`src/chunky_macros.svh`:
```
`ifndef CHUNKY_MACROS_SVH
`define CHUNKY_MACROS_SVH

// CPU address map with VRAM below the palette
`define CHUNKY_PALETTE_BASE 32'h0080_0000
`define CHUNKY_REGS_BASE 32'h0081_0000

// Register offsets from CHUNKY_REGS_BASE
`define CHUNKY_REG_VRAM_OFFSET 32'd0
`define CHUNKY_REG_CPU_OFFSET 32'd4
`define CHUNKY_REG_CONTROL 32'd8

// Depth of the VRAM model in 32-bit words
`define CHUNKY_VRAM_WORDS 1024

`endif

```
`src/chunky_pkg.sv`:
```
`default_nettype none

package chunky_pkg;

	typedef logic [31:0] addr_t; // Byte address
	typedef logic [31:0] word_t; // Four pixel indices with the low byte first
	typedef logic [23:0] rgb_t;
	typedef logic [7:0] pal_index_t;

	typedef enum logic [1:0] {
		IDLE,
		REQUEST,
		WAIT,
		HAND_OFF
	} fetch_state_t;

	typedef enum logic [1:0] {
		EMPTY,
		WRITE,
		READ
	} wbuf_state_t;

endpackage

`default_nettype wire

```
`src/chunky_fetch.sv`:
```
`default_nettype none
`timescale 1ns/10ps

module chunky_fetch #(
	parameter int FRAME_WIDTH = 16,
	parameter int FRAME_HEIGHT = 4,
	parameter int PITCH = 16
) (
	input wire i_clock,
	input wire i_rst_n,

	input wire i_frame_start,
	input wire chunky_pkg::addr_t i_vram_offset,

	output logic o_vram_request,
	output chunky_pkg::addr_t o_vram_address,
	input wire chunky_pkg::word_t i_vram_rdata,
	input wire i_vram_ready,

	output logic o_word_valid,
	output chunky_pkg::word_t o_word,
	input wire i_word_ready
);
	localparam int XW = $clog2(FRAME_WIDTH + 1);
	localparam int YW = $clog2(FRAME_HEIGHT + 1);
	localparam logic [XW-1:0] X_LAST = XW'(FRAME_WIDTH - 4);
	localparam logic [YW-1:0] Y_LAST = YW'(FRAME_HEIGHT - 1);

	chunky_pkg::fetch_state_t state;
	logic [XW-1:0] x;
	logic [YW-1:0] y;
	chunky_pkg::addr_t row_base;
	logic last_group;
	logic handed;

	assign last_group = (x == X_LAST) && (y == Y_LAST);
	assign handed = (state == chunky_pkg::HAND_OFF) && i_word_ready;

	always_ff @(posedge i_clock or negedge i_rst_n) begin
		if (!i_rst_n) begin
			state <= chunky_pkg::IDLE;
			x <= '0;
			y <= '0;
			o_vram_request <= 1'b0;
			o_word_valid <= 1'b0;
		end else begin
			case (state)
				chunky_pkg::IDLE: begin
					if (i_frame_start) begin
						x <= '0;
						y <= '0;
						state <= chunky_pkg::REQUEST;
					end
				end
				chunky_pkg::REQUEST: begin
					o_vram_request <= 1'b1;
					state <= chunky_pkg::WAIT;
				end
				chunky_pkg::WAIT: begin
					if (i_vram_ready) begin
						o_vram_request <= 1'b0;
						o_word_valid <= 1'b1;
						state <= chunky_pkg::HAND_OFF;
					end
				end
				chunky_pkg::HAND_OFF: begin
					if (i_word_ready) begin
						o_word_valid <= 1'b0;
						state <= last_group ? chunky_pkg::IDLE : chunky_pkg::REQUEST;
						if (x == X_LAST) begin
							x <= '0;
							y <= y + 1'b1;
						end else begin
							x <= x + XW'(4);
						end
					end
				end
			endcase
		end
	end

	// Row base tracks vram_offset + y * PITCH without a multiplier
	always_ff @(posedge i_clock) begin
		if (state == chunky_pkg::IDLE && i_frame_start)
			row_base <= i_vram_offset;
		else if (handed && x == X_LAST)
			row_base <= row_base + chunky_pkg::addr_t'(PITCH);
		if (state == chunky_pkg::REQUEST)
			o_vram_address <= row_base + chunky_pkg::addr_t'(x);
		if (state == chunky_pkg::WAIT && i_vram_ready)
			o_word <= i_vram_rdata;
	end

endmodule

`default_nettype wire

```
`config.mk`:
```
export PLATFORM = sky130hd
export DESIGN_NAME = chunky_fetch
export DESIGN_NICKNAME = d
export VERILOG_FILES = /design/src/chunky_macros.svh /design/src/chunky_pkg.sv /design/src/chunky_fetch.sv
export SDC_FILE = /design/constraint.sdc
export NUM_CORES = 1
export LEC_CHECK = 0
export ABC_CLOCK_PERIOD_IN_PS = 6850
export BUFFER_PORTS_ARGS = -buffer_cell sky130_fd_sc_hd__buf_2
export CAP_MARGIN = 20
export CORE_MARGIN = 1
export CORE_UTILIZATION = 57
export CTS_CLUSTER_SIZE = 30
export DETAILED_ROUTE_END_ITERATION = 8
export HOLD_SLACK_MARGIN = 0.03
export PLACE_DENSITY = 0.86
export SYNTH_ARGS = -nofsm -noshare
export SYNTH_HDL_FRONTEND = slang
export SYNTH_SLANG_ARGS = --single-unit
```
`constraint.sdc`:
```
create_clock -name i_clock -period 6.85 [get_ports i_clock]
set_clock_uncertainty 0.15 [all_clocks]
set_input_delay 0.3425 -clock i_clock [delete_from_list [all_inputs] [get_ports i_clock]]
set_output_delay 0.3425 -clock i_clock [all_outputs]
set_load 0.1 [all_outputs]
```
; ---- Yosys cells after proc, flatten, opt, wreduce, memory -nomap -nowiden
; Index checks and enable logic that the tools add are counted.
[classes]
n_eq_ne = 9
muxes = 20
n_reduce_logical = 15
n_addsub = 4
[op_table]
columns = cell, count
row1 = 2-to-1 mux 32 bit, 2
row2 = adder 32 x 5 -> 32 bit, 1
row3 = "adder 32 x 5 -> 32 bit, second input constant", 1
row4 = 2-to-1 mux 5 bit, 3
row5 = case mux 5 bit (2 select lines), 1
row6 = 2-to-1 mux 3 bit, 3
row7 = AND reduction 3 bit, 3
row8 = "inequality test 2 bit, second input constant", 4
row9 = case mux 2 bit (4 select lines), 1
row10 = nonzero test 2 bit, 4
row11 = 2-to-1 mux 2 bit, 3
row12 = case mux 3 bit (2 select lines), 1
row13 = "adder 5 x 3 -> 5 bit, second input constant", 1
row14 = "equality test 5 x 4 -> 1 bit, second input constant", 1
row15 = logical AND 1 bit, 5
row16 = "equality test 2 bit, second input constant", 2
row17 = 2-to-1 mux 1 bit, 4
row18 = case mux 1 bit (2 select lines), 2
row19 = AND reduction 4 bit, 1
row20 = "adder 3 x 1 -> 3 bit, second input constant", 1
row21 = "equality test 3 x 2 -> 1 bit, second input constant", 1
row22 = "equality test 2 x 1 -> 1 bit, second input constant", 1
row23 = zero test 2 bit, 1
row24 = AND reduction 2 bit, 1
[word_totals]
output_inout_bits = 66
elab_cells = 56
input_bits = 69
register_bits = 108

; ---- Longest topological paths before layout
[depth]
depth_word = 5
mapped_depth = 8
ltp_nobuf = 6

; ---- Worst setup path after synthesis
; OpenSTA, ideal clock, no wires.
[synth_path]
kind = reg-to-reg
from = register row_base[4]
to = register o_vram_address[26] (data pin)
synth_period_minus_slack_ps = 2447
arrival_ps = 2037
required_ps = 6440
setup_ps = 260
stages_incl_launch_ff = 7
slack_ps = 4403
path_buffers = 1
cell_sequence = edfxtp_1 > ha_1 > nor2_1 > or3b_1 > buf_2 > or4_4 > xnor2_2
[synth_via]
elab_chain_cells = 1
[synth_lines]
columns = element, line
row1 = start: declaration, chunky_fetch.sv:32  ; chunky_pkg::addr_t row_base;
row2 = start signal: assignment, chunky_fetch.sv:85  ; row_base <= i_vram_offset;
row3 = start signal: assignment, chunky_fetch.sv:87  ; row_base <= row_base + chunky_pkg::addr_t'(PITCH);
row4 = adder 32 x 5 -> 32 bit, chunky_fetch.sv:89  ; o_vram_address <= row_base + chunky_pkg::addr_t'(x);
row5 = end signal: assignment, chunky_fetch.sv:89
row6 = end: declaration, chunky_fetch.sv:16  ; output chunky_pkg::addr_t o_vram_address,
; Every way passes these cells.
; A chain may end at the register's enable or synchronous reset.

; ---- Final worst setup path
; Ends and elaborated chain as after synthesis.

==> summary.txt <==
RUN STATUS
-------------------------------------------------------------------------------------------
Run status                                                                     finished, final reports clean

SYNTH
-------------------------------------------------------------------------------------------
Sequential area share after synthesis                                                 62.6%
Most frequent cells after synthesis                                            96 x sky130_fd_sc_hd__edfxtp_1, 32 x sky130_fd_sc_hd__nand2_1, 27 x sky130_fd_sc_hd__nor2_1
Cell area after technology mapping                                                 5000 µm²
Yosys top cell area share                                                             57.6%
Post-Synthesis Mean Instance Area                                                  12.3 µm²
Number of enable flip-flop cells after synthesis                                         96
Async S/R FF share, synth                                                             9.43%
Gate count after technology mapping                                                     406
Most frequent cell after synthesis                                             sky130_fd_sc_hd__edfxtp_1
Seq cells post-synth                                                                    106
Yosys cell types                                                                         41
Top FF cell, synth                                                             sky130_fd_sc_hd__edfxtp_1
Warnings, synthesis                                                                       0
Largest area contributor in the synthesized netlist                            sky130_fd_sc_hd__edfxtp_1
Top post-synthesis cells by area                                               sky130_fd_sc_hd__edfxtp_1 58%, sky130_fd_sc_hd__dfrtp_1 5.0%, sky130_fd_sc_hd__xor2_1 3.3%, sky130_fd_sc_hd__ha_1 3.3%, sky130_fd_sc_hd__xnor2_1 3.2%
Post-synth net total                                                                    488

CLOCK NETWORK
-------------------------------------------------------------------------------------------
CTS Buf Count                                                                             9
Clock tree from TritonCTS                                                             built
Post-CTS setup buffers                                                                    0
Cells resized by post-CTS repair                                                          0
Hold bufs inserted after CTS                                                             34
Max clock buf depth                                                                       2
Buffer type at the clock tree root                                             sky130_fd_sc_hd__clkbuf_8
Later-pin clock latency in the skew report                                           380 ps
Clk sink count                                                                          106
Clock-pin slew of the registers on the worst-case setup and hold paths               100 ps
CTS H-Tree Depth                                                                          3

CELLS AND AREA
-------------------------------------------------------------------------------------------
Proportion of layout cells with a drive suffix above 1                                28.0%
Antenna cells                                                                             0
Synthesis-to-layout area growth                                                       25.5%
Count of nets after finishing                                                           649
Number of inserted filler cells in the final layout                                     552
Non-filler cells in the finished layout                                                 676

DIE
-------------------------------------------------------------------------------------------
Area of the core region                                                            8340 µm²
Vertical extent of the die                                                          95.7 µm
Initial Util                                                                          60.0%
Num ports                                                                               135
Area of the die                                                                    9160 µm²
Die W                                                                               95.7 µm
FP Rows                                                                                  33

WORST SETUP PATH
-------------------------------------------------------------------------------------------
Worst reg-to-reg path cell count                                                          5
Cells along the critical path                                                  ha_1 > nor2_1 > or3b_1 > or4_4 > xnor2_2
Critical Path Start Type                                                               flop
Data arrival time at the worst-slack endpoint                                       2650 ps
Reg-to-Reg Start                                                               row_base[4]$_DFFE_PP_
Cell family with the largest share of critical-path delay                      simple AND/OR/NAND/NOR gates
Peak fanout along the critical path                                                       9
Longest individual stage delay on the worst path                                     600 ps
Crit Reg-Reg Endpoint                                                          o_vram_address[26]$_DFFE_PP_
Slowest CP cell                                                                sky130_fd_sc_hd__or4_4
Data required, critical path                                                        6840 ps
Internal reg-to-reg setup slack                                                     4190 ps
Endpoint kind of the worst setup timing path                                           flop
Setup CP Type                                                                  flop to flop
Critical path buffers and inverters                                                       0

PLACED DESIGN
-------------------------------------------------------------------------------------------
Setup slack after placement                                                         3460 ps
Hpwl dp                                                                             8.08 mm
Instance count after placement with tap cells included                                  625
Count of input and output buffers                                                       134
Placer's final routability congestion estimate                                        0.868

TIMING
-------------------------------------------------------------------------------------------
Period utilisation layout                                                             38.9%
Relative slew margins                                                                 41.1%
Fmax achieved                                                                       376 MHz
Max-slew violation count                                                                  0
Worst-margin pin slew                                                                882 ps
Setup tns final                                                                        0 ps
Shortest clock period the worst path allows after layout                            2660 ps
Final-report hold violation count                                                         0
Total setup violations reported at the end of the flow                                    0
Worst Hold Margin                                                                   88.6 ps
Setup ws final                                                                      4190 ps
RSZ-0062 raised after global routing                                                  false

GRT
-------------------------------------------------------------------------------------------
Number of antenna violations at the first check in global routing                         0
Maximum number of pins on one net before global-route repair                             36
Grt ovf                                                                                   0
Wire length of the first global-routing pass                                        17.4 mm
Aggregate global-route resource usage                                                 25.9%
Number of global-route vias before repair                                              3551

ROUTING
-------------------------------------------------------------------------------------------
Total detailed-routing wirelength                                                   11.9 mm
Number of vias after detailed routing                                                  3851
DR pass1 iterations                                                                       5
Routed Antenna Nets                                                                       0
Number of design-rule violations left by the first detailed-router iteration            290
Average wire per standard cell                                                      17.5 µm
Count of unresolved DRC violations after routing                                          0
Vias/cell                                                                              5.70

WORST HOLD PATH
-------------------------------------------------------------------------------------------
Class of the tightest hold or removal check                                    primary input to flop
Hold path start                                                                i_vram_offset[11]
Endpoint, Worst Hold                                                           row_base[11]$_DFFE_PP_
Count of cells along the worst hold path                                                  3

JOB
-------------------------------------------------------------------------------------------
Max_cap viols                                                                             0

POWER AND IR DROP
-------------------------------------------------------------------------------------------
Cell area power density                                                          416 nW/µm²
Peak supply drop                                                                   0.326 mV
Pleak                                                                            0.00245 µW

[cell type report]
cell class	instances	area [µm²]	area share [%]
Multi-Input combinational cell	264	1720	27.4
Timing Repair Buffer	172	1070	17.0
Tap cell	105	131	2.09
Inverter	14	52.6	0.837
Clock buffer	9	124	1.97
Sequential cell	106	3130	49.9
Clock inverter	6	51.3	0.817
[cells in the final DEF, fill, tap and decap left out, types with 10 or more instances in the layout]
cell type	n
sky130_fd_sc_hd__a31oi_1	15
sky130_fd_sc_hd__and3_1	10
sky130_fd_sc_hd__buf_2	134
sky130_fd_sc_hd__dfrtp_1	10
sky130_fd_sc_hd__dlygate4sd3_1	34
sky130_fd_sc_hd__edfxtp_1	96
sky130_fd_sc_hd__ha_1	13
sky130_fd_sc_hd__inv_1	14
sky130_fd_sc_hd__nand2_1	32
sky130_fd_sc_hd__nand3_1	17
sky130_fd_sc_hd__nand4_1	10
sky130_fd_sc_hd__nor2_1	27
sky130_fd_sc_hd__o21ai_0	24
sky130_fd_sc_hd__xnor2_1	18
sky130_fd_sc_hd__xor2_1	19
[worst reg2reg max path, stage by stage (launching register included)]
cell and delay (ps):
sky130_fd_sc_hd__edfxtp_1 540, sky130_fd_sc_hd__ha_1 400, sky130_fd_sc_hd__nor2_1 90, sky130_fd_sc_hd__or3b_1 520, sky130_fd_sc_hd__or4_4 610, sky130_fd_sc_hd__xnor2_2 140
[registers in the layout (all words and copies together), names as in the netlist]
signal          count
o_word_valid        1
row_base           32
o_word             32
state               2
y                   3
x                   3
o_vram_address     32
o_vram_request      1
[worst max path at each step]
stage,start,end,slack [ps],cells past startpoint
floorplan,row_base[4]$_DFFE_PP_,o_vram_address[26]$_DFFE_PP_,4400,6
global placement,state[0]$_DFFE_PN0P_,row_base[30]$_DFFE_PP_,3620,4
detailed placement,state[1]$_DFFE_PN0P_,row_base[29]$_DFFE_PP_,3460,4
CTS,state[1]$_DFFE_PN0P_,row_base[18]$_DFFE_PP_,3460,4
global route,row_base[4]$_DFFE_PP_,o_vram_address[26]$_DFFE_PP_,4120,5
finish,row_base[4]$_DFFE_PP_,o_vram_address[26]$_DFFE_PP_,4190,5
[cells by family after synthesis]
group                      after synthesis  synth area share, %
xor gates and xnor gates                38                 6.80
AOI/OAI and AO/OA                       59                 7.18
and+or+nand+nor                        150                 16.3
adders and majority gates               13                 3.25
DFF                                    106                 62.6
muxes                                    4                0.850
buffers and inverters                   36                 3.05
[metal layers]
metal  track usage, %  part of all wire (%)  vias to the layer above
met2             46.1                    51                      167
li1                 -                     -                     1837
met1             32.0                    41                     1835
met4             6.84                   1.1                        0
met5                0                     0                        -
met3             5.61                   6.2                       12
[power by group]
| group | switching [µW] | internal, µW |
|---|---|---|
| Combinational | 974 | 237 |
| Clock | 226 | 136 |
| Sequential | 106 | 937 |
[metrics by stage]
stage	total power [µW]	utilization [%]	cell area (µm²)
final	2610	75.3	6280
after global placement	2200	68.6	5720
after CTS	2600	74.8	6240
after floorplan	2020	-	5000
after global routing	2730	75.3	6280
after detailed placement	2240	68.6	5720
Power figures use the tool's default switching activity.
