[config.mk]
export PLATFORM = sky130hd
export DESIGN_NAME = chunky_cpu_port
export DESIGN_NICKNAME = d
export VERILOG_FILES = /design/src/chunky_pkg.sv /design/src/chunky_cpu_port.sv
export VERILOG_INCLUDE_DIRS = /design/src
export SDC_FILE = /design/constraint.sdc
export NUM_CORES = 1
export LEC_CHECK = 0
export ABC_AREA = 0
export BUFFER_PORTS_ARGS = -buffer_cell sky130_fd_sc_hd__buf_2
export CORE_UTILIZATION = 53
export CTS_CLUSTER_DIAMETER = 80
export DETAILED_ROUTE_END_ITERATION = 6
export PLACE_DENSITY_LB_ADDON = 0.1
export RECOVER_POWER = 100
export SLEW_MARGIN = 25
export SYNTH_ARGS = -nofsm -noshare
export SYNTH_HDL_FRONTEND = slang
export SYNTH_SLANG_ARGS = --single-unit
[constraint.sdc]
create_clock -name i_clock -period 7.3 [get_ports i_clock]
set_input_delay 0 -clock i_clock [delete_from_list [all_inputs] [get_ports i_clock]]
set_output_delay 0 -clock i_clock [all_outputs]
set_load 0.01 [all_outputs]
[src/chunky_macros.svh]
`ifndef CHUNKY_MACROS_SVH
`define CHUNKY_MACROS_SVH

// CPU address map with VRAM below the palette
`define CHUNKY_PALETTE_BASE 32'h0080_0000
`define CHUNKY_REGS_BASE 32'h0081_0000

// Register offsets from CHUNKY_REGS_BASE
`define CHUNKY_REG_VRAM_OFFSET 32'd0
`define CHUNKY_REG_CPU_OFFSET 32'd4
`define CHUNKY_REG_CONTROL 32'd8

// Depth of the VRAM model in 32-bit words
`define CHUNKY_VRAM_WORDS 1024

`endif

[src/chunky_pkg.sv]
`default_nettype none

package chunky_pkg;

	typedef logic [31:0] addr_t; // Byte address
	typedef logic [31:0] word_t; // Four pixel indices with the low byte first
	typedef logic [23:0] rgb_t;
	typedef logic [7:0] pal_index_t;

	typedef enum logic [1:0] {
		IDLE,
		REQUEST,
		WAIT,
		HAND_OFF
	} fetch_state_t;

	typedef enum logic [1:0] {
		EMPTY,
		WRITE,
		READ
	} wbuf_state_t;

endpackage

`default_nettype wire

[src/chunky_cpu_port.sv]
`default_nettype none
`timescale 1ns/10ps
`include "chunky_macros.svh"

module chunky_cpu_port (
	input wire i_clock,
	input wire i_rst_n,

	input wire i_cpu_request,
	input wire i_cpu_rw,
	input wire chunky_pkg::addr_t i_cpu_address,
	input wire chunky_pkg::word_t i_cpu_wdata,
	output chunky_pkg::word_t o_cpu_rdata,
	output logic o_cpu_ready,

	output logic o_wb_request,
	output logic o_wb_rw,
	output chunky_pkg::addr_t o_wb_address,
	output chunky_pkg::word_t o_wb_wdata,
	input wire chunky_pkg::word_t i_wb_rdata,
	input wire i_wb_ready,

	output logic o_pal_we,
	output chunky_pkg::pal_index_t o_pal_index,
	output chunky_pkg::rgb_t o_pal_rgb,

	output chunky_pkg::addr_t o_vram_offset,
	output logic o_frame_start
);
	logic busy;
	logic take;
	logic is_vram;
	logic loc_pending;
	logic loc_is_pal;
	logic loc_ready;
	chunky_pkg::addr_t loc_offset;
	chunky_pkg::word_t loc_rdata;
	chunky_pkg::addr_t cpu_offset;

	assign take = i_cpu_request && !busy;
	assign is_vram = i_cpu_address < `CHUNKY_PALETTE_BASE;
	assign o_cpu_ready = loc_ready || i_wb_ready; // VRAM ack passes straight through
	assign o_cpu_rdata = loc_ready ? loc_rdata : i_wb_rdata;

	always_ff @(posedge i_clock or negedge i_rst_n) begin
		if (!i_rst_n) begin
			busy <= 1'b0;
			o_wb_request <= 1'b0;
			loc_pending <= 1'b0;
			loc_ready <= 1'b0;
			o_pal_we <= 1'b0;
			o_frame_start <= 1'b0;
			o_vram_offset <= '0;
			cpu_offset <= '0;
		end else begin
			loc_pending <= 1'b0;
			loc_ready <= 1'b0;
			o_pal_we <= 1'b0;
			o_frame_start <= 1'b0;
			if (o_cpu_ready) begin
				busy <= 1'b0;
				o_wb_request <= 1'b0;
			end else if (take) begin
				busy <= 1'b1;
				o_wb_request <= is_vram;
				loc_pending <= !is_vram;
			end
			if (loc_pending) begin
				loc_ready <= 1'b1;
				o_pal_we <= o_wb_rw && loc_is_pal;
				if (o_wb_rw && !loc_is_pal) begin
					case (loc_offset)
						`CHUNKY_REG_VRAM_OFFSET: o_vram_offset <= o_wb_wdata;
						`CHUNKY_REG_CPU_OFFSET: cpu_offset <= o_wb_wdata;
						`CHUNKY_REG_CONTROL: o_frame_start <= o_wb_wdata[0];
						default: ;
					endcase
				end
			end
		end
	end

	// The write buffer request registers also hold local accesses
	always_ff @(posedge i_clock) begin
		if (take) begin
			o_wb_rw <= i_cpu_rw;
			o_wb_address <= i_cpu_address + cpu_offset;
			o_wb_wdata <= i_cpu_wdata;
			loc_is_pal <= i_cpu_address < `CHUNKY_REGS_BASE;
			loc_offset <= i_cpu_address - ((i_cpu_address < `CHUNKY_REGS_BASE) ?
				`CHUNKY_PALETTE_BASE : `CHUNKY_REGS_BASE);
		end
		if (loc_pending) begin
			o_pal_index <= loc_offset[9:2];
			o_pal_rgb <= o_wb_wdata[23:0];
			if (!loc_is_pal && loc_offset == `CHUNKY_REG_VRAM_OFFSET)
				loc_rdata <= o_vram_offset;
			else if (!loc_is_pal && loc_offset == `CHUNKY_REG_CPU_OFFSET)
				loc_rdata <= cpu_offset;
			else
				loc_rdata <= '0;
		end
	end

endmodule

`default_nettype wire

# [Yosys cells after proc, flatten, opt, wreduce, memory -nomap -nowiden]
# Index checks and enable logic that the tools add are counted.
[classes] eq_ne=2 addsub=2 muxes=15 reduce_logical=13 magnitude_cmp=2
[op_table] operator="$mux W32" n=3
[op_table] operator="$lt A32 B24 Y1 const B" n=2
[op_table] operator="$add A32 B32 Y32" n=1
[op_table] operator="$eq A32 B3 Y1 const B" n=1
[op_table] operator="$eq A32 B4 Y1 const B" n=1
[op_table] operator="$logic_not A32 Y1" n=1
[op_table] operator="$sub A32 B24 Y32" n=1
[op_table] operator="$mux W17" n=1
[op_table] operator="$mux W1" n=11
[op_table] operator="$reduce_and A3 Y1" n=2
[op_table] operator="$logic_and A1 B1 Y1" n=5
[op_table] operator="$logic_not A1 Y1" n=3
[op_table] operator="$reduce_bool A2 Y1" n=1
[op_table] operator="$logic_or A1 B1 Y1" n=1
[word_totals] regBits=232 word_cells=50

# [Depth between registers and ports, before layout]
# Gate-level depths: netlist (run 1).
[depth] ltp_word=4 ltp_mapped=10 mapped_depth_nobuf=10

# [Least setup slack after synthesis (run 1)]
# Ideal clock, no wire load.
[synth_path] kind="register to register" from="register busy" to="register o_wb_request" n_path_buf=0 path_stages_with_launch=4 required_time_ns=7.173 setup_ns=0.127 t_arrival_ns=5.303 slack_ns=1.869 synth_period_minus_slack_ns=5.431 cell_sequence="dfrtp_1 > nor2b_1 > mux2i_1 > nor2_1"
[synth_via] elab_chain_len=3
[synth_lines] element="start, declared" line="chunky_cpu_port.sv:30" source="logic busy;"
[synth_lines] element="start signal, assigned" line="chunky_cpu_port.sv:47" source="busy <= 1'b0;"
[synth_lines] element="start signal, assigned" line="chunky_cpu_port.sv:61" source="busy <= 1'b0;"
[synth_lines] element="start signal, assigned" line="chunky_cpu_port.sv:64" source="busy <= 1'b1;"
[synth_lines] element="$logic_not A1 Y1" line="chunky_cpu_port.sv:40" source="assign take = i_cpu_request && !busy;"
[synth_lines] element="$logic_and A1 B1 Y1" line="chunky_cpu_port.sv:40"
[synth_lines] element="net take" line="chunky_cpu_port.sv:31" source="logic take;"
[synth_lines] element="$reduce_bool A2 Y1 (no source line)"
[synth_lines] element="end signal, assigned" line="chunky_cpu_port.sv:65" source="o_wb_request <= is_vram;"
[synth_lines] element="end, declared" line="chunky_cpu_port.sv:16" source="output logic o_wb_request,"
# The timed path passes the listed nets, and every way through them passes these cells.
# A chain may end at the register's enable or synchronous reset.

# [Worst setup path in the final report (run 1)]
[layout_path] from="register loc_pending" to="register o_vram_offset[1]"
[layout_via] elab_chain_len=1
[layout_lines] element="start, declared" line="chunky_cpu_port.sv:33" source="logic loc_pending;"
[layout_lines] element="start signal, assigned" line="chunky_cpu_port.sv:66" source="loc_pending <= !is_vram;"
[layout_lines] element="$reduce_and A3 Y1 (no source line)"
[layout_lines] element="end signal, assigned" line="chunky_cpu_port.sv:73" source="`CHUNKY_REG_VRAM_OFFSET: o_vram_offset <= o_wb_wdata;"
[layout_lines] element="end, declared" line="chunky_cpu_port.sv:27" source="output chunky_pkg::addr_t o_vram_offset,"
# Every way passes these cells.

==> results by group, run 1 <==
Clocking
  • Post-CTS Hold Fix Bufs: 75
  • Worst-path clk slew: 60 ps
  • CTS tree: done
  • Setup bufs post-CTS: 0
  • H-tree depth: 1
  • Cts bufs inserted: 26
  • # resized after CTS: 0
  • Clock Path Buffers: 3
  • Clk sinks: 232
  • Clock root cell: clkbuf_16
  • Worst-skew pair later-pin latency: 520 ps

Worst setup path
  • Critical path class: reg2reg
  • Reg2reg path depth: 3
  • R2r startpoint: loc_pending
  • Crit path DAT: 5220 ps
  • CP endpoint kind: flop
  • Crit. Startpoint: loc_pending
  • Worst path required time: 7690 ps
  • CP max FO: 67
  • CP Launch Type: flop

Die
  • I/O Pins: 266
  • Core Box Area: 0.0190 mm2
  • Die area: 0.0201 mm2
  • Starting density of the core: 0.546
  • Die H: 142 um
  • Die W: 142 um
  • FP Rows: 50

Hold path
  • Worst Hold Class: in2reg
  • Worst hold path startpoint: i_cpu_address[17]
  • Hold path depth: 4

GRT
  • Grt total ovfl: 0
  • Number of global-route vias before repair: 7006
  • Initial antenna violation count: 0
  • GRT Util Overall: 0.246
  • Largest net degree at the start of global routing: 68
  • First-pass GRT wire length: 38100 um

Yosys
  • Most frequent cell after synthesis: edfxtp_1
  • Ys Warns: 0
  • Count of cell types in the netlist: 50
  • Synth cell count leaders: edfxtp_1 (162), dfrtp_1 (70), mux2_2 (64)
  • Dominant cell type by area after synthesis: edfxtp_1
  • Post-synthesis cell count: 698
  • Syn Std Cell Area: 0.0104 mm2
  • EDFF count, synth: 162
  • Synth area leaders: edfxtp_1 (47%), dfrtp_1 (17%), mux2_2 (7.0%), mux2_4 (4.3%), ha_1 (4.0%)
  • Syn nets: 833
  • Async SR Flop Fraction: 0.302
  • Seq/Total Area, Yosys: 0.639
  • Main synth FF type: edfxtp_1
  • Yosys reg bits: 232
  • Avg Cell Area, Syn: 14.8 um2
  • Synth top area share: 0.470

STA
  • Setup TNS: 0 ps
  • RSZ-0062 raised after global routing: false
  • Worst slew pin tran: 3030 ps
  • Final worst setup slack: 2470 ps
  • Setup violations, final: 0
  • Fmax: 207 MHz
  • Hold Fails Final Rpt: 0
  • Final Max Tran Viols: 255
  • Post-route clock period utilization: 0.662
  • Slew margin rel.: -1.02
  • Worst Skew: 10.0 ps
  • Final worst path period need: 4830 ps

Layout
  • Utilization after layout: 0.695
  • Area grow syn2layout: 27.3%
  • Fill count: 1449
  • Ant diodes: 0
  • Final Instance Area: 0.0132 mm2
  • Share of layout cells above drive strength 1: 0.190
  • Final net count: 1178

Detailed routing
  • Wirelength, routed: 24700 um
  • Antenna-violating nets left: 0
  • Drt drc: 0
  • WL/cell: 18.7 um
  • DR iter-0 viols: 328
  • Pre-antenna DRT Iters: 4
  • Vias per inst: 5.34
  • Vias after detailed routing: 7068

Flow run
  • Max capacitance violation total: 7

Pwr
  • VDD IR max: 217 uV
  • Total power: 0.00307 W
  • Leak: 5.39 nW
  • Power Density: 233 mW/mm2

Run status
  • Status: finished with violations
  • Failing checks: capacitance limit, slew limit

Placement
  • Pre-CTS setup slack: 4220 ps
  • Detailed Place HPWL: 16100 um
  • Gpl congestion: 0.870
  • Cell Area, Placed: 0.0119 mm2
  • PortBufs: 265
==> worst max-delay path: stages (launching register included) <==
cell and delay [ps]:
dfrtp_1 2410, and3_1 510, nand2_1 1040, mux2_1 720
==> power by group <==
part | leakage [nW] | switching [W] | internal (W)
logic | 2.42 | 0.000117 | 0.0000971
registers | 2.54 | 0.0000365 | 0.00147
clock network | 0.439 | 0.000517 | 0.000826
==> registers in the layout, summed over array words and instances (netlist names) <==
| register | cells |
|---|---|
| o_wb_rw | 1 |
| loc_pending | 1 |
| o_pal_we | 1 |
| o_wb_address | 32 |
| o_wb_wdata | 32 |
| o_wb_request | 1 |
| o_pal_index | 8 |
| loc_ready | 1 |
| loc_rdata | 32 |
| busy | 1 |
| loc_offset | 32 |
| o_frame_start | 1 |
| cpu_offset | 32 |
| loc_is_pal | 1 |
| o_pal_rgb | 24 |
| o_vram_offset | 32 |
==> final timing paths <==
kind / endpoint / slack (ps)
worst max-delay path: o_vram_offset[1] / 2470
worst min-delay path: loc_is_pal / 10
worst max register to register: o_vram_offset[1] / 2470
worst min register to register: o_pal_index[4] / 450
max in group asynchronous: o_vram_offset[5] / 3550
min in group asynchronous: cpu_offset[24] / 1080
==> layout by cell type, fill, tap and decap left out, types with 5 or more instances in the layout <==
cell           Yosys  layout
dfrtp_1           70      70
clkbuf_16          0      28
mux2_2            64      64
nand4_1            5       5
a21oi_1           25      25
ha_1              33      33
edfxtp_1         162     162
or2_2              5       5
buf_2              6      84
dlygate4sd3_1      0      75
a211oi_1           7       7
clkbuf_1          14     184
clkbuf_8           0       6
a22o_1            33      33
nor3_1             7       8
nand2b_1           5       5
xnor2_1           25      25
nor2_1            34      34
o21a_1             8       8
nand3_1            5       5
nor2b_1            8       8
o21ai_0           22      22
nand2_1           31      32
a21o_1            10      10
inv_1             12      12
nor4_1            13      13
xor2_1            14      14
mux2_1             2      31
==> final cells by class <==
type | instances | area (um2) | area share
Clock inverter | 13 | 125 | 0.00949
Multi-Input combinational cell | 428 | 3420 | 0.259
Timing Repair Buffer | 343 | 1870 | 0.142
Tap cell | 260 | 325 | 0.0247
Inverter | 12 | 45.0 | 0.00342
Sequential cell | 232 | 6620 | 0.502
Clock buffer | 35 | 787 | 0.0597
==> layer usage <==
layer	vias up	global-route usage	wire, um
li1	3349	-	-
met1	3463	0.330	11000
met2	219	0.418	11900
met3	37	0.0418	1370
met4	0	0.0640	483
met5	-	0	0
==> logic make-up (layout without fill, tap and decap cells) <==
logic type,count (synthesis),after routing,share of synthesized area
flops,232,232,0.639
xor+xnor,39,39,0.0330
buf+inv,38,403,0.0188
mux,98,98,0.117
fa+ha+maj,34,34,0.0418
simple gates,135,135,0.0677
compound gates,122,122,0.0826
==> through the flow <==
step,hold slack (ps),cells
after floorplan,-296,698
after global placement,-5.93,1199
after detailed placement,2.06,1200
after CTS,10.8,1323
after global routing,26.3,1323
final,11.4,1323
(Power assumes the default switching activity.)
==> run 2: changes to the inputs <==
--- a/config.mk
+++ b/config.mk
@@ -8,7 +8,7 @@
 export LEC_CHECK = 0
 export ABC_AREA = 0
 export BUFFER_PORTS_ARGS = -buffer_cell sky130_fd_sc_hd__buf_2
-export CORE_UTILIZATION = 53
+export CORE_UTILIZATION = 48
 export CTS_CLUSTER_DIAMETER = 80
 export DETAILED_ROUTE_END_ITERATION = 6
 export PLACE_DENSITY_LB_ADDON = 0.1
==> constraint.sdc (replaced) <==
create_clock -name i_clock -period 4 [get_ports i_clock]
set_input_delay 0 -clock i_clock [delete_from_list [all_inputs] [get_ports i_clock]]
set_output_delay 0 -clock i_clock [all_outputs]
set_load 0.01 [all_outputs]
==> run 2 against run 1 <==
  * Sequential cell count did not move
  * Critical endpoint is now o_wb_address[26]
  * Design area up 0.40%
  * The flow still finishes with violations (capacitance limit, slew limit)
  * Fmax increased by 45%
  * Largest cell class unchanged
  * Clock-buffer cell count up 5
  * Critical path depth is 7 higher
  * Register-to-register slack lost 1800 ps
  * Die area rose by 10%
  * Global-route usage down 2.1 points
  * First-iteration DRC count grew 42%
  * Non-clock buffer count grew 3
  * Combinational power rose by 93%
  * Hold slack better by 170 ps
==> results by group, run 2 (synthesis gave the netlist of run 1 again) <==
Clocking
  • H-tree depth: 1 (unchanged)
  • Worst-path clk slew: 60 ps (about the same)
  • CTS tree: done
  • # resized after CTS: 0 (unchanged)
  • Clock root cell: clkbuf_16
  • Cts bufs inserted: 26 (unchanged)
  • Clk sinks: 232 (unchanged)
  • Worst-skew pair later-pin latency: 520 ps (about the same)
  • Clock Path Buffers: 3 (unchanged)

GRT
  • GRT Util Overall: 0.225 (-0.0208)
  • Grt total ovfl: 0 (unchanged)
  • Number of global-route vias before repair: 7015 (+0.13%)
  • Largest net degree at the start of global routing: 80 (+18%)
  • First-pass GRT wire length: 38600 um (+1.2%)
  • Initial antenna violation count: 0 (unchanged)

Detailed routing
  • Vias after detailed routing: 7090 (+0.31%)
  • Pre-antenna DRT Iters: 7 (+3)
  • WL/cell: 18.6 um (-0.63%)
  • Drt drc: 0 (unchanged)
  • Antenna-violating nets left: 0 (unchanged)
  • Wirelength, routed: 24900 um (+0.72%)
  • DR iter-0 viols: 466 (+42%)
  • Vias per inst: 5.29 (-1.0%)

STA
  • Setup TNS: 0 ps (unchanged)
  • Fmax: 301 MHz (+45%)
  • Final Max Tran Viols: 205 (-20%)
  • Slew margin rel.: -0.261 (+0.761)
  • Hold Fails Final Rpt: 0 (unchanged)
  • RSZ-0062 raised after global routing: false
  • Post-route clock period utilization: 0.831 (+0.169)
  • Setup violations, final: 0 (unchanged)
  • Worst hold slack: 184 ps (+173 ps)
  • Worst slew pin tran: 1890 ps (-1140 ps)
  • Worst Skew: 9.38 ps (-0.639 ps)
  • Final worst path period need: 3320 ps (-1510 ps)

Layout
  • Share of layout cells above drive strength 1: 0.190 (+0.000403)
  • Leading cell type in the layout, fill and taps excluded: clkbuf_1
  • Ant diodes: 0 (unchanged)
  • Commonest non-fill, non-tap cells in the layout: clkbuf_1 (185), edfxtp_1 (162), buf_2 (84)
  • Final net count: 1181 (+0.25%)
  • Area grow syn2layout: 27.8%

Placement
  • Gpl congestion: 0.889 (+2.2%)
  • PortBufs: 265 (unchanged)
  • Detailed Place HPWL: 16500 um (+2.0%)

Hold path
  • Worst Hold Class: in2reg

Die
  • Die H: 149 um (+5.0%)
  • Core Box Area: 0.0211 mm2 (+11%)
  • Starting density of the core: 0.491 (-0.0552)
  • I/O Pins: 266 (unchanged)
  • Die area: 0.0222 mm2 (+10%)
  • Die W: 149 um (+5.0%)
  • FP Rows: 53 (+6.0%)

Pwr
  • Combinational Power Share: 0.074 (+0.004)
  • Clock Power Share: 0.435 (-0.003)
  • Power Internal: 0.00436 W (+82%)
  • Reg power frac: 0.491 (about the same)
  • VDD IR max: 297 uV (+37%)
  • Net Sw Power: 0.00122 W (+82%)
  • Sw Ratio: 0.219 (about the same)
  • Power Density: 422 mW/mm2 (+81%)
  • Leak: 5.43 nW (+0.61%)

Run status
  • Failing checks: capacitance limit, slew limit
  • Status: finished with violations

Worst setup path
  • Worst path required time: 4340 ps (-3350 ps)
  • CP max FO: 5 (-93%)
  • Cell mode on critical path: o211ai_1
  • Critical Path Max Stage Delay: 890 ps (-1520 ps)
  • Crit path DAT: 3660 ps (-1560 ps)
  • CP endpoint kind: flop
  • Crit-path slowest cell: a2111oi_0
  • Critical path buffer and inverter count: 1 (+1)
  • Crit path cell chain: ha_1 > inv_1 > fa_1 > nor2b_1 > o211ai_1 > a21oi_1 > o211ai_1 > a2111oi_0 > nor4b_1 > a311oi_1
  • CP Launch Type: flop
  • Critical path's top delay family: compound AO/OA/AOI/OAI gates
  • Critical path class: reg2reg

Flow run
  • Max capacitance violation total: 4 (-3)
run 2: power by group through the flow:
stage	logic (W)	clock network (W)	registers, W
after global placement	0.000370	0	0.00278
after CTS	0.000438	0.00246	0.00274
after global routing	0.000453	0.00256	0.00275
after detailed placement	0.000374	0	0.00279
final	0.000412	0.00243	0.00274
after floorplan	0.000149	0	0.00281
run 2: area by class of cell:
class	instances	area [um2]
Fill cell	1771	7850
Sequential cell	232	6620
Multi-Input combinational cell	428	3420
Timing Repair Buffer	346	1920
Clock buffer	40	795
Tap cell	275	344
Clock inverter	8	88.8
Inverter	12	45.0
run 2: routing by layer:
layer  track usage  part of all wire  vias to the layer above
li1              -                 -                     3365
met1         0.317              0.45                     3471
met2         0.367              0.47                      228
met3        0.0425             0.059                       26
met4        0.0439             0.011                        0
met5             0                 0                        -
run 2: stage by stage:
step	instances	area (um2)	total power [W]	util	setup slack [ps]
floorplan	698	10400	0.00296	-	532
global placement	1214	11900	0.00315	0.565	1110
detailed placement	1214	11900	0.00316	0.565	1010
CTS	1341	13600	0.00564	0.645	767
global route	1341	13200	0.00576	0.628	445
finish	1341	13200	0.00558	0.628	677
run 2: worst paths after layout:
check | start | end | slack (ps) | depth (start not counted)
max reg2reg | cpu_offset[0] | o_wb_address[26] | 680 | 10
min in group asynchronous | i_rst_n | o_vram_offset[0] | 550 | 2
min | i_cpu_wdata[30] | o_wb_wdata[30] | 180 | 2
max | cpu_offset[0] | o_wb_address[26] | 680 | 10
min reg2reg | loc_offset[4] | o_pal_index[2] | 460 | 0
max in group asynchronous | i_rst_n | loc_pending | 2150 | 2
run 2: timing repair:
| item | in CTS | in global routing |
|---|---|---|
| hold buffers | 79 | 0 |
| buffers inserted | 0 | 0 |
| endpoints found under the hold margin | 139 | 0 |
run 2: worst register-to-register path, cell delays in order (launching register included):
cell	delay, ps
dfrtp_1	380
ha_1	180
inv_1	50
fa_1	400
nor2b_1	170
o211ai_1	160
a21oi_1	260
o211ai_1	250
a2111oi_0	890
nor4b_1	120
a311oi_1	290
