## src/chunky_macros.svh

```systemverilog
`ifndef CHUNKY_MACROS_SVH
`define CHUNKY_MACROS_SVH

// CPU address map with VRAM below the palette
`define CHUNKY_PALETTE_BASE 32'h0080_0000
`define CHUNKY_REGS_BASE 32'h0081_0000

// Register offsets from CHUNKY_REGS_BASE
`define CHUNKY_REG_VRAM_OFFSET 32'd0
`define CHUNKY_REG_CPU_OFFSET 32'd4
`define CHUNKY_REG_CONTROL 32'd8

// Depth of the VRAM model in 32-bit words
`define CHUNKY_VRAM_WORDS 1024

`endif

```

## src/chunky_pkg.sv

```systemverilog
`default_nettype none

package chunky_pkg;

	typedef logic [31:0] addr_t; // Byte address
	typedef logic [31:0] word_t; // Four pixel indices with the low byte first
	typedef logic [23:0] rgb_t;
	typedef logic [7:0] pal_index_t;

	typedef enum logic [1:0] {
		IDLE,
		REQUEST,
		WAIT,
		HAND_OFF
	} fetch_state_t;

	typedef enum logic [1:0] {
		EMPTY,
		WRITE,
		READ
	} wbuf_state_t;

endpackage

`default_nettype wire

```

## src/vram_write_buffer.sv

```systemverilog
`default_nettype none
`timescale 1ns/10ps

module vram_write_buffer (
	input wire i_clock,
	input wire i_rst_n,

	input wire i_request,
	input wire i_rw,
	input wire chunky_pkg::addr_t i_address,
	input wire chunky_pkg::word_t i_wdata,
	output chunky_pkg::word_t o_rdata,
	output logic o_ready,

	output logic o_bus_request,
	output logic o_bus_rw,
	output chunky_pkg::addr_t o_bus_address,
	output chunky_pkg::word_t o_bus_wdata,
	input wire chunky_pkg::word_t i_bus_rdata,
	input wire i_bus_ready
);
	chunky_pkg::wbuf_state_t state;
	logic accept;

	// A new access is only taken once the previous write has drained
	assign accept = (state == chunky_pkg::EMPTY) && i_request && !o_ready;

	always_ff @(posedge i_clock or negedge i_rst_n) begin
		if (!i_rst_n) begin
			state <= chunky_pkg::EMPTY;
			o_ready <= 1'b0;
			o_bus_request <= 1'b0;
		end else begin
			o_ready <= 1'b0;
			case (state)
				chunky_pkg::EMPTY: begin
					if (accept) begin
						o_bus_request <= 1'b1;
						o_ready <= i_rw; // Writes are acknowledged at capture
						state <= i_rw ? chunky_pkg::WRITE : chunky_pkg::READ;
					end
				end
				chunky_pkg::WRITE: begin
					if (i_bus_ready) begin
						o_bus_request <= 1'b0;
						state <= chunky_pkg::EMPTY;
					end
				end
				chunky_pkg::READ: begin
					if (i_bus_ready) begin
						o_bus_request <= 1'b0;
						o_ready <= 1'b1;
						state <= chunky_pkg::EMPTY;
					end
				end
				default: state <= chunky_pkg::EMPTY;
			endcase
		end
	end

	always_ff @(posedge i_clock) begin
		if (accept) begin
			o_bus_rw <= i_rw;
			o_bus_address <= i_address;
			o_bus_wdata <= i_wdata;
		end
		if (state == chunky_pkg::READ && i_bus_ready)
			o_rdata <= i_bus_rdata;
	end

endmodule

`default_nettype wire
```

## config.mk

```make
export PLATFORM = sky130hd
export DESIGN_NAME = vram_write_buffer
export DESIGN_NICKNAME = d
export VERILOG_FILES = /design/src/chunky_macros.svh /design/src/chunky_pkg.sv /design/src/vram_write_buffer.sv
export SDC_FILE = /design/constraint.sdc
export NUM_CORES = 1
export LEC_CHECK = 0
export BUFFER_PORTS_ARGS = -buffer_cell sky130_fd_sc_hd__buf_2
export CORE_MARGIN = 2
export CORE_UTILIZATION = 38
export DETAILED_ROUTE_END_ITERATION = 12
export GPL_TIMING_DRIVEN = 0
export PLACE_DENSITY_LB_ADDON = 0.1
export SLEW_MARGIN = 20
export SYNTH_ARGS = -nofsm -noshare
export SYNTH_HDL_FRONTEND = slang
export SYNTH_SLANG_ARGS = --single-unit
```

## constraint.sdc

```tcl
create_clock -name i_clock -period 2.2 [get_ports i_clock]
set_clock_uncertainty 0.2 [all_clocks]
set_input_delay 0.33 -clock i_clock [delete_from_list [all_inputs] [get_ports i_clock]]
set_output_delay 0.33 -clock i_clock [all_outputs]
set_load 0.05 [all_outputs]
```

# Word level (Yosys, flattened, before mapping)
# Cells that the tools add are included.
[op_classes]
addsub = 0
n_mul = 0
div = 0
magnitude_cmp = 0
n_eq_ne = 4
shift = 0
n_mux = 10
bitwise_logic = 0
reduce_logical = 9
[ops]
columns = ["cell", "n"]
rows = [
  ["$mux W2", 3],
  ["$mux W1", 4],
  ["$pmux W1 S2", 2],
  ["$pmux W2 S2", 1],
  ["$logic_and A1 B1 Y1", 3],
  ["$reduce_and A3 Y1", 1],
  ["$eq A2 B1 Y1 const B", 1],
  ["$eq A2 B2 Y1 const B", 1],
  ["$logic_not A2 Y1", 1],
  ["$ne A2 B1 Y1 const B", 1],
  ["$ne A2 B2 Y1 const B", 1],
  ["$reduce_and A2 Y1", 1],
  ["$reduce_bool A2 Y1", 1],
  ["$reduce_or A2 Y1", 1],
  ["$logic_not A1 Y1", 1],
]
[totals]
register_bits = 101
latch_bits = 0
ramBits = 0
rom_bits = 0
in_bits = 101
out_inout_bits = 99
word_cells = 30
memories = 0

# Longest topological paths before layout
# Gate-level depths: netlist of the first run.
[depth]
depth_word = 5
depth_mapped = 5
depth_no_buf = 5

# Least setup slack after synthesis of the first run
# OpenSTA, ideal clock, no wires.
[synth_path]
path_type = "register -> register"
from = "register o_ready"
to = "register o_bus_address[0], enable pin"
setup_ns = 0.395
t_arrival_ns = 1.621
required_ns = 1.605
setup_slack_ns = -0.016
path_stages_with_launch = 2
n_path_buf = 0
period_less_slack_ns = 2.216
path_cell_list = "dfrtp_1 and3b_2"
[synth_between]
elab_chain_len = 2
[synth_lines]
columns = ["element", "line", "text"]
rows = [
  ["start, declared", "vram_write_buffer.sv:13", "output logic o_ready,"],
  ["start signal, assigned", "vram_write_buffer.sv:39", "o_ready <= i_rw;"],
  ["$logic_not A1 Y1", "vram_write_buffer.sv:26", "assign accept = (state == chunky_pkg::EMPTY) && i_request && !o_ready;"],
  ["$logic_and A1 B1 Y1", "vram_write_buffer.sv:26", ""],
  ["named net accept", "vram_write_buffer.sv:23", "logic accept;"],
  ["end signal, assigned", "vram_write_buffer.sv:64", "o_bus_address <= i_address;"],
  ["end, declared", "vram_write_buffer.sv:17", "output chunky_pkg::addr_t o_bus_address,"],
]
# The timed path passes the listed nets, and every way through them passes these cells.
# A chain may end at the register's enable or synchronous reset.

# Worst setup path after layout of the first run
[layout_path]
from = "register state[1]"
to = "register o_bus_wdata[5], enable pin"
[layout_between]
elab_chain_len = 3
[layout_lines]
columns = ["element", "line", "text"]
rows = [
  ["start, declared", "vram_write_buffer.sv:22", "chunky_pkg::wbuf_state_t state;"],
  ["start signal, assigned", "vram_write_buffer.sv:30", "state <= chunky_pkg::EMPTY;"],
  ["start signal, assigned", "vram_write_buffer.sv:40", "state <= i_rw ? chunky_pkg::WRITE : chunky_pkg::READ;"],
  ["start signal, assigned", "vram_write_buffer.sv:46", "state <= chunky_pkg::EMPTY;"],
  ["$logic_not A2 Y1", "vram_write_buffer.sv:26", ""],
  ["$logic_and A1 B1 Y1 (2 in series)", "vram_write_buffer.sv:26", ""],
  ["end signal, assigned", "vram_write_buffer.sv:65", "o_bus_wdata <= i_wdata;"],
  ["end, declared", "vram_write_buffer.sv:18", "output chunky_pkg::word_t o_bus_wdata,"],
]
# Every way passes these cells.

==> results of run 1 <==
per-stage QoR:
| stage | instances | hold slack, ps | utilization [%] | power (W) | area, µm² |
|---|---|---|---|---|---|
| final | 539 | 102.0 | 67.57 | 0.006162 | 5497 |
| after detailed placement | 425 | -56.06 | 52.87 | 0.004833 | 4300 |
| after CTS | 538 | 4.030 | 67.42 | 0.006201 | 5484 |
| after floorplan | 121 | -165.6 | - | 0.004321 | 3172 |
| after global routing | 539 | 93.60 | 67.57 | 0.006415 | 5497 |
| after global placement | 425 | -55.41 | 52.85 | 0.004814 | 4299 |
layout make-up:
type	instances	share of cell area [%]
clock buffer	9	2.254
tap	105	2.390
inverter	3	0.2049
timing repair buffer	297	35.97
sequential	101	54.81
multi-input combinational	18	2.936
clock inverter	6	1.434
what timing repair did:
item                                    in CTS  in global routing
endpoints found under the hold margin      100                  1
gates cloned                                 1                  0
resized for setup                            1                  1
pin swaps                                    1                  0
endpoints found under the setup margin      66                 33
hold buffers                                97                  1
critical path, stage by stage, from the launching register on:
cell and delay, ps:
dfrtp_1 420, inv_1 100, ha_1 280, and3b_4 600
cell families after synthesis:
logic type	count (synthesis)	share of synthesized area, %
AND/OR/NAND/NOR	8	1.816
adder cells (fa/ha/maj)	3	1.184
AO/OA/AOI/OAI	6	1.579
buffers and inverters	3	0.3553
flip-flops	101	95.07
final timing paths:
path                            slack [ps]     startpoint              to  cells past startpoint
worst max-delay path                   240       state[1]  o_bus_wdata[5]                      3
worst min-delay path                   100        i_rst_n         o_ready                      2
worst max register to register         240       state[1]  o_bus_wdata[5]                      3
worst min register to register         340  o_bus_request   o_bus_request                      2
max in group asynchronous             1580        i_rst_n        state[1]                      2
min in group i_clock                   120    i_bus_ready   o_bus_request                      4
power breakdown:
part           internal, W  total (W)  leakage (nW)  switching (W)
logic             0.000501    0.00224          1.28        0.00173
clock network     0.000623    0.00121        0.0978       0.000590
registers          0.00261    0.00271         0.952       0.000106
total              0.00373    0.00616          2.33        0.00243
placed cells by master, fill, tap and decap left out:
cell | synthesis | final
a211o_1 | 1 | 1
a21boi_2 | 1 | 1
a21o_1 | 1 | 1
and2_2 | 0 | 1
and3b_4 | 0 | 2
buf_2 | 0 | 199
bufinv_16 | 0 | 2
clkbuf_8 | 0 | 9
clkinv_1 | 0 | 3
clkinvlp_4 | 0 | 1
dfrtp_1 | 4 | 4
dlygate4sd3_1 | 0 | 98
edfxtp_1 | 97 | 97
ha_1 | 3 | 3
inv_1 | 3 | 3
nand2_2 | 1 | 1
nand2b_1 | 1 | 1
nand2b_4 | 1 | 1
nand3_1 | 3 | 3
o21ai_0 | 1 | 1
o21ai_1 | 1 | 1
o22ai_2 | 1 | 1
routing by layer:
metal / global-route usage [%] / up-vias / share of wire (%)
met5: 0 / - / 0
met4: 6.884 / 0 / 1.9
met3: 6.403 / 14 / 8.0
met2: 33.22 / 108 / 55
met1: 18.84 / 1124 / 35
li1: - / 1098 / -
state kept, by name, summed over array words and instances (netlist names):
signal	flops
o_bus_request	1
o_ready	1
o_rdata	32
state	2
o_bus_wdata	32
o_bus_rw	1
o_bus_address	32
==> reports/results.txt, run 1 <==
grt ovf - 0
Peak VDD IR - 885.3 µV
FF/Latch Area - 3013 µm²
clk sinks - 101
die height - 95.33 µm
vias per cell - 4.349
GP Congestion - 0.7516
Post-CTS Setup Bufs - 0
chip width - 95.33 µm
clk buf depth - 2
Port Buffer Count - 199
CP arrival - 1760 ps
post-synthesis sequential area ratio - 95.07%
Cell Rows - 33
CTS tree - done
H-Tree Depth - 3
drt wl/cell - 15.37 µm
Max-slew headroom - 49.76%
final worst path period share - 89.20%
initial antenna violation count - 0
first-pass GRT wire length - 11700 µm
CP startpoint kind - register
largest net degree at the start of global routing - 35
endpoints failing setup - 0
Worst-Margin Slew - 753.6 ps
Final ANT Viol Nets - 0
syn avg cell area - 26.19 µm²
share of cells above drive strength 1 - 50.23%
crit path kind - reg2reg
worst min-delay path class - in2async
full die area - 9087 µm²
outcome - finished clean
Tot GR Track Use - 18.10%
prevailing post-synth register cell - edfxtp_1
Worst Path Required - 2000 ps
Final WS setup - 237.5 ps
most area-consuming cells after synthesis - edfxtp_1 92%, dfrtp_1 3.2%, ha_1 1.2%, nand3_1 0.47%, nand2b_4 0.43%
syn_nets - 225
async set or reset register ratio after synthesis - 3.960%
DRT iter0 DRCs - 73
Worst Path Max Fanout - 34
final WL - 8285 µm
Leakage - 2.329 nW
Area Overhead vs Synth - 73.43%
drt drc - 0
Synth Instances - 121
core area - 8134 µm²
RSZ-0062 raised after global routing - false
Place WS - -39.70 ps
ANT cells - 0
endpoints failing hold - 0
first drt pass iteration count - 5
crit end category - register
Yosys top cell by area - edfxtp_1
Seq cells post-synth - 101
clock-pin slew on the worst setup and hold paths - 90 ps
fmax - 509.6 MHz
Post-synth top cells - 97 x edfxtp_1, 4 x dfrtp_1, 3 x ha_1, 3 x inv_1, 3 x nand3_1
final net count - 534
Post-synth EDFFs - 97
# fillers - 577
TritonCTS Buffers - 9
Initial Util - 38.96%
post-synth top area share - 91.91%
vias in the first global route - 2371
dpl hpwl - 5080 µm
Vias - 2344
most numerous cell in the Yosys netlist - edfxtp_1
max-slew violations - 0
Tmin final - 1962 ps
Synth Warn # - 0
Synth cell types - 16
Clk Latency, worst-skew pair - 350 ps
Multi-input gate area - 161.4 µm²
Power Density - 1121 nW/µm²
Synth Cell Area - 3169 µm²
# Max-Cap Violations - 0
I/O pin total - 200
clk root buf - clkbuf_8
TNS Setup - 0 ps
(Power assumes the default switching activity.)
==> run 2: changes to the inputs <==
--- a/config.mk
+++ b/config.mk
@@ -8,6 +8,7 @@
 export BUFFER_PORTS_ARGS = -buffer_cell sky130_fd_sc_hd__buf_2
 export CORE_MARGIN = 2
 export CORE_UTILIZATION = 38
+export CTS_BUF_LIST = sky130_fd_sc_hd__clkbuf_16
 export DETAILED_ROUTE_END_ITERATION = 12
 export GPL_TIMING_DRIVEN = 0
 export PLACE_DENSITY_LB_ADDON = 0.1
==> run 2 against run 1 <==
Effect of this change:
- sequential power barely moved
- first-iteration DRC count did not move
- cell area rose by 1.7%
- clock power rose by 32%
- critical endpoint is now o_bus_address[9]
- highest routed layer unchanged
==> reports/results.txt, run 2 (same netlist as run 1, synthesis figures left out) <==
outcome - finished clean
clk root buf - clkbuf_16
grt ovf - 0
hold wc startpoint - i_rw
CP max stage cell - and3b_4
vias in the first global route - 2333
Initial Util - 38.96%
core area - 8134 µm²
Final WS setup - 252.0 ps
largest net degree at the start of global routing - 35
drt wl/cell - 15.21 µm
final net count - 533
Peak VDD IR - 842.3 µV
endpoints failing hold - 0
design area - 5588 µm²
final worst path period share - 88.54%
fin cells - 538
Cell Rows - 33
DRT iter0 DRCs - 73
dpl hpwl - 5080 µm
reg2reg start - state[1]
chip width - 95.33 µm
first drt pass iteration count - 6
full die area - 9087 µm²
ANT cells - 0
Tot GR Track Use - 17.52%
initial antenna violation count - 0
DP Cell Count - 425
worst-path cell chain - inv_1 -> ha_1 -> and3b_4
Tmin final - 1948 ps
leading cell type in the layout, fill and taps excluded - buf_2
worst min-delay path class - in2reg
Place WS - -39.70 ps
I/O pin total - 200
GP Congestion - 0.7516
endpoints failing setup - 0
share of cells above drive strength 1 - 50.35%
crit end category - register
Max-slew headroom - 50.47%
drt drc - 0
# Max-Cap Violations - 0
clk buf depth - 2
total power - 0.006552 W
clk sinks - 101
Worst Path Max Fanout - 34
Worst-Margin Slew - 743.0 ps
placed cell area - 4300 µm²
final WL - 8183 µm
vias per cell - 4.307
crit path kind - reg2reg
Final ANT Viol Nets - 0
CP startpoint - state[1]
CTS tree - done
Port Buffer Count - 199
first-pass GRT wire length - 11500 µm
Worst Path Required - 1970 ps
CP startpoint kind - register
CP max stage delay - 580 ps
FF/Latch Area - 3013 µm²
Vias - 2317
Area Overhead vs Synth - 76.31%
die height - 95.33 µm
commonest cells after routing, fill and taps aside - 199 x buf_2, 97 x dlygate4sd3_1, 97 x edfxtp_1
fmax - 513.4 MHz
Final Util - 68.70%
# fillers - 559
max-slew violations - 0
RSZ-0062 raised after global routing - false
Leakage - 2.371 nW
Buf+Inv Stages, Crit Path - 1
delay-heaviest family, CP - simple AND/OR/NAND/NOR gates
Power Density - 1173 nW/µm²
TritonCTS Buffers - 9
clock-pin slew on the worst setup and hold paths - 60 ps
Post-CTS Setup Bufs - 0
H-Tree Depth - 3
biggest regs - o_bus_address: 32 flops, o_bus_wdata: 32 flops, o_rdata: 32 flops
CP arrival - 1710 ps
Clk Latency, worst-skew pair - 330 ps
Multi-input gate area - 161.4 µm²
-- run 2: per-layer routing --
metal  up-vias  routed length [µm]  GRT usage (%)
met4         0                 123          5.676
met1      1105                2988          19.23
li1       1099                   -              -
met3        11                 622          5.059
met2       102                4448          32.39
met5         -                   0              0
-- run 2: metrics by stage --
stage | setup TNS (ps) | hold WS [ps]
CTS | 0 | 39.24
detailed placement | -2267 | -56.06
floorplan | 0 | -165.6
finish | 0 | 53.43
global route | 0 | 46.29
global placement | -5082 | -55.41
-- run 2: worst reg2reg max path, stage by stage, from the launching register on --
cell     delay (ps)
dfrtp_1         410
inv_1           100
ha_1            280
and3b_4         580
-- run 2: what timing repair did --
action,in CTS,in global routing
gates cloned,1,0
hold buffers,97,0
resized for setup,1,1
hold endpoints to repair,100,0
setup endpoints to repair,65,33
pin swaps,1,0
-- run 2: area by class of cell --
cell class / count / area share, %
sequential: 101 / 53.92
timing repair buffer: 296 / 35.20
clock buffer: 9 / 4.030
multi-input combinational: 18 / 2.888
tap: 105 / 2.351
clock inverter: 6 / 1.411
inverter: 3 / 0.2015
-- run 2: power by group --
| part | switching, W | total [W] | internal [W] |
|---|---|---|---|
| clock | 0.000623 | 0.00160 | 0.000978 |
| sequential | 0.000103 | 0.00271 | 0.00261 |
| combinational | 0.00174 | 0.00224 | 0.000500 |
| total | 0.00246 | 0.00655 | 0.00409 |
-- run 2: worst paths after layout --
| path | end | slack [ps] | depth (start not counted) |
|---|---|---|---|
| worst max-delay path | o_bus_address[9] | 250 | 3 |
| worst min-delay path | o_bus_rw | 50 | 1 |
| worst max register to register | o_bus_address[9] | 250 | 3 |
| worst min register to register | o_bus_request | 340 | 2 |
| max in group asynchronous | state[0] | 1540 | 2 |
| min in group asynchronous | o_ready | 140 | 2 |
==> run 3: changes to the inputs <==
--- a/config.mk
+++ b/config.mk
@@ -11,7 +11,7 @@
 export CTS_BUF_LIST = sky130_fd_sc_hd__clkbuf_16
 export DETAILED_ROUTE_END_ITERATION = 12
 export GPL_TIMING_DRIVEN = 0
-export PLACE_DENSITY_LB_ADDON = 0.1
+export PLACE_DENSITY = 0.76
 export SLEW_MARGIN = 20
 export SYNTH_ARGS = -nofsm -noshare
 export SYNTH_HDL_FRONTEND = slang
==> run 3 against run 2 <==
Effect of this change:
- register-to-register slack worse by 30 ps
- hold slack worse by 21 ps
- via count is 4.7% higher
- final cell count is 0.19% higher
- total power is 0.46% lower
- sequential power hardly changed
- clock-buffer cell count stayed put
- worst setup slack worse by 30 ps
- flip-flop and latch count stayed put
- critical path type unchanged
- largest cell class unchanged
==> reports/results.txt, run 3 (same netlist as run 1, synthesis figures left out) <==
# Max-Cap Violations - 0
CP arrival - 1760 ps
first-pass GRT wire length - 13420 µm
grt ovf - 0
outcome - finished clean
Vias - 2426
Clk pwr share - 23.4%
dpl hpwl - 5953 µm
Comb pwr share - 34.6%
largest net degree at the start of global routing - 35
Worst-Margin Slew - 742.8 ps
Multi-input gate area - 161.4 µm²
Sw Share - 40.09%
total power - 0.006522 W
CTS tree - done
vias per cell - 4.501
Leakage - 2.365 nW
part of the power in registers - 42.0%
I/O pin total - 200
GP Congestion - 0.7656
design area - 5575 µm²
ANT cells - 0
initial antenna violation count - 0
full die area - 9087 µm²
Power Density - 1170 nW/µm²
crit path kind - reg2reg
Place WS - -12.89 ps
Max-slew headroom - 50.48%
core area - 8134 µm²
TritonCTS Buffers - 9
share of cells above drive strength 1 - 51.15%
hold_ws - 32.75 ps
switching power - 0.002615 W
clk buf depth - 2
endpoints failing hold - 0
FF/Latch Area - 3013 µm²
# fillers - 528
Cell Rows - 33
die height - 95.33 µm
RSZ-0062 raised after global routing - false
fmax - 505.7 MHz
Tmin final - 1977 ps
drt drc - 0
Final WS setup - 222.5 ps
internal power - 0.003907 W
clock-pin slew on the worst setup and hold paths - 70 ps
placed cell area - 4300 µm²
final WL - 9815 µm
Final ANT Viol Nets - 0
vias in the first global route - 2581
H-Tree Depth - 3
Clk Latency, worst-skew pair - 340 ps
Peak VDD IR - 513.6 µV
worst min-delay path class - in2reg
Port Buffer Count - 199
biggest regs - o_bus_address: 32 flops, o_bus_wdata: 32 flops, o_rdata: 32 flops
max-slew violations - 0
leading cell type in the layout, fill and taps excluded - buf_2
Initial Util - 38.96%
clk root buf - clkbuf_16
drt wl/cell - 18.21 µm
final worst path period share - 89.89%
final net count - 533
Tot GR Track Use - 20.80%
Worst Path Required - 1980 ps
clk sinks - 101
chip width - 95.33 µm
endpoints failing setup - 0
Post-CTS Setup Bufs - 0
CP startpoint kind - register
Worst Path Max Fanout - 34
commonest cells after routing, fill and taps aside - 199 x buf_2, 97 x dlygate4sd3_1, 97 x edfxtp_1
Area Overhead vs Synth - 75.92%
first drt pass iteration count - 4
DRT iter0 DRCs - 155
crit end category - register
run 3: cell types whose count changed in the layout (fill, tap and decap cells not counted), sizes merged:
cell | previous run | this run
inv | 3 | 6
clkinvlp | 1 | 2
bufinv | 2 | 0
clkinv | 3 | 2
run 3: layout make-up:
type	count	share of cell area, %
well taps	105	2.356
clock buffers	9	4.039
clock inverters	7	1.189
multi-input cells	18	2.895
flip-flops and latches	101	54.04
repair buffers	296	35.28
inverters	3	0.2020
run 3: per-stage QoR:
step / setup TNS [ps] / instances / utilization (%)
finish: 0 / 539 / 68.54
floorplan: 0 / 121 / -
global placement: -2875 / 425 / 52.85
detailed placement: -637.7 / 425 / 52.87
CTS: 0 / 539 / 68.51
global route: 0 / 539 / 68.54
run 3: metal layers:
layer  wire length [µm]  GRT usage, %  vias to the layer above
met3                814         5.692                       17
met5                  0             0                        -
met2               5301         37.79                      140
met4                167         7.488                        0
met1               3532         23.31                     1173
li1                   -             -                     1096
run 3: repair_timing:
action	CTS	global route
pin swaps	1	0
hold buffers	97	0
resized for setup	1	1
cloned	1	0
hold endpoints to repair	100	0
setup endpoints to repair	65	33
run 3: final timing paths:
path / from / to / depth (start not counted) / slack, ps
setup / recovery: state[0] / o_bus_wdata[22] / 3 / 220
hold / removal: i_rw / o_bus_rw / 1 / 30
setup reg to reg: state[0] / o_bus_wdata[22] / 3 / 220
hold reg to reg: o_bus_request / o_bus_request / 2 / 350
max in group asynchronous: i_rst_n / state[1] / 2 / 1540
min in group asynchronous: i_rst_n / o_bus_request / 2 / 120
run 3: critical path: stages (launching register included):
cell     delay (ps)
dfrtp_1         390
inv_1           100
ha_1            310
and3b_4         600
run 3: power by group through the flow:
stage / registers [W] / clock network [W] / logic, W
global placement: 0.00275 / 0 / 0.00206
CTS: 0.00273 / 0.00154 / 0.00225
finish: 0.00274 / 0.00153 / 0.00226
global route: 0.00277 / 0.00164 / 0.00234
detailed placement: 0.00277 / 0 / 0.00208
floorplan: 0.00405 / 0 / 0.000276
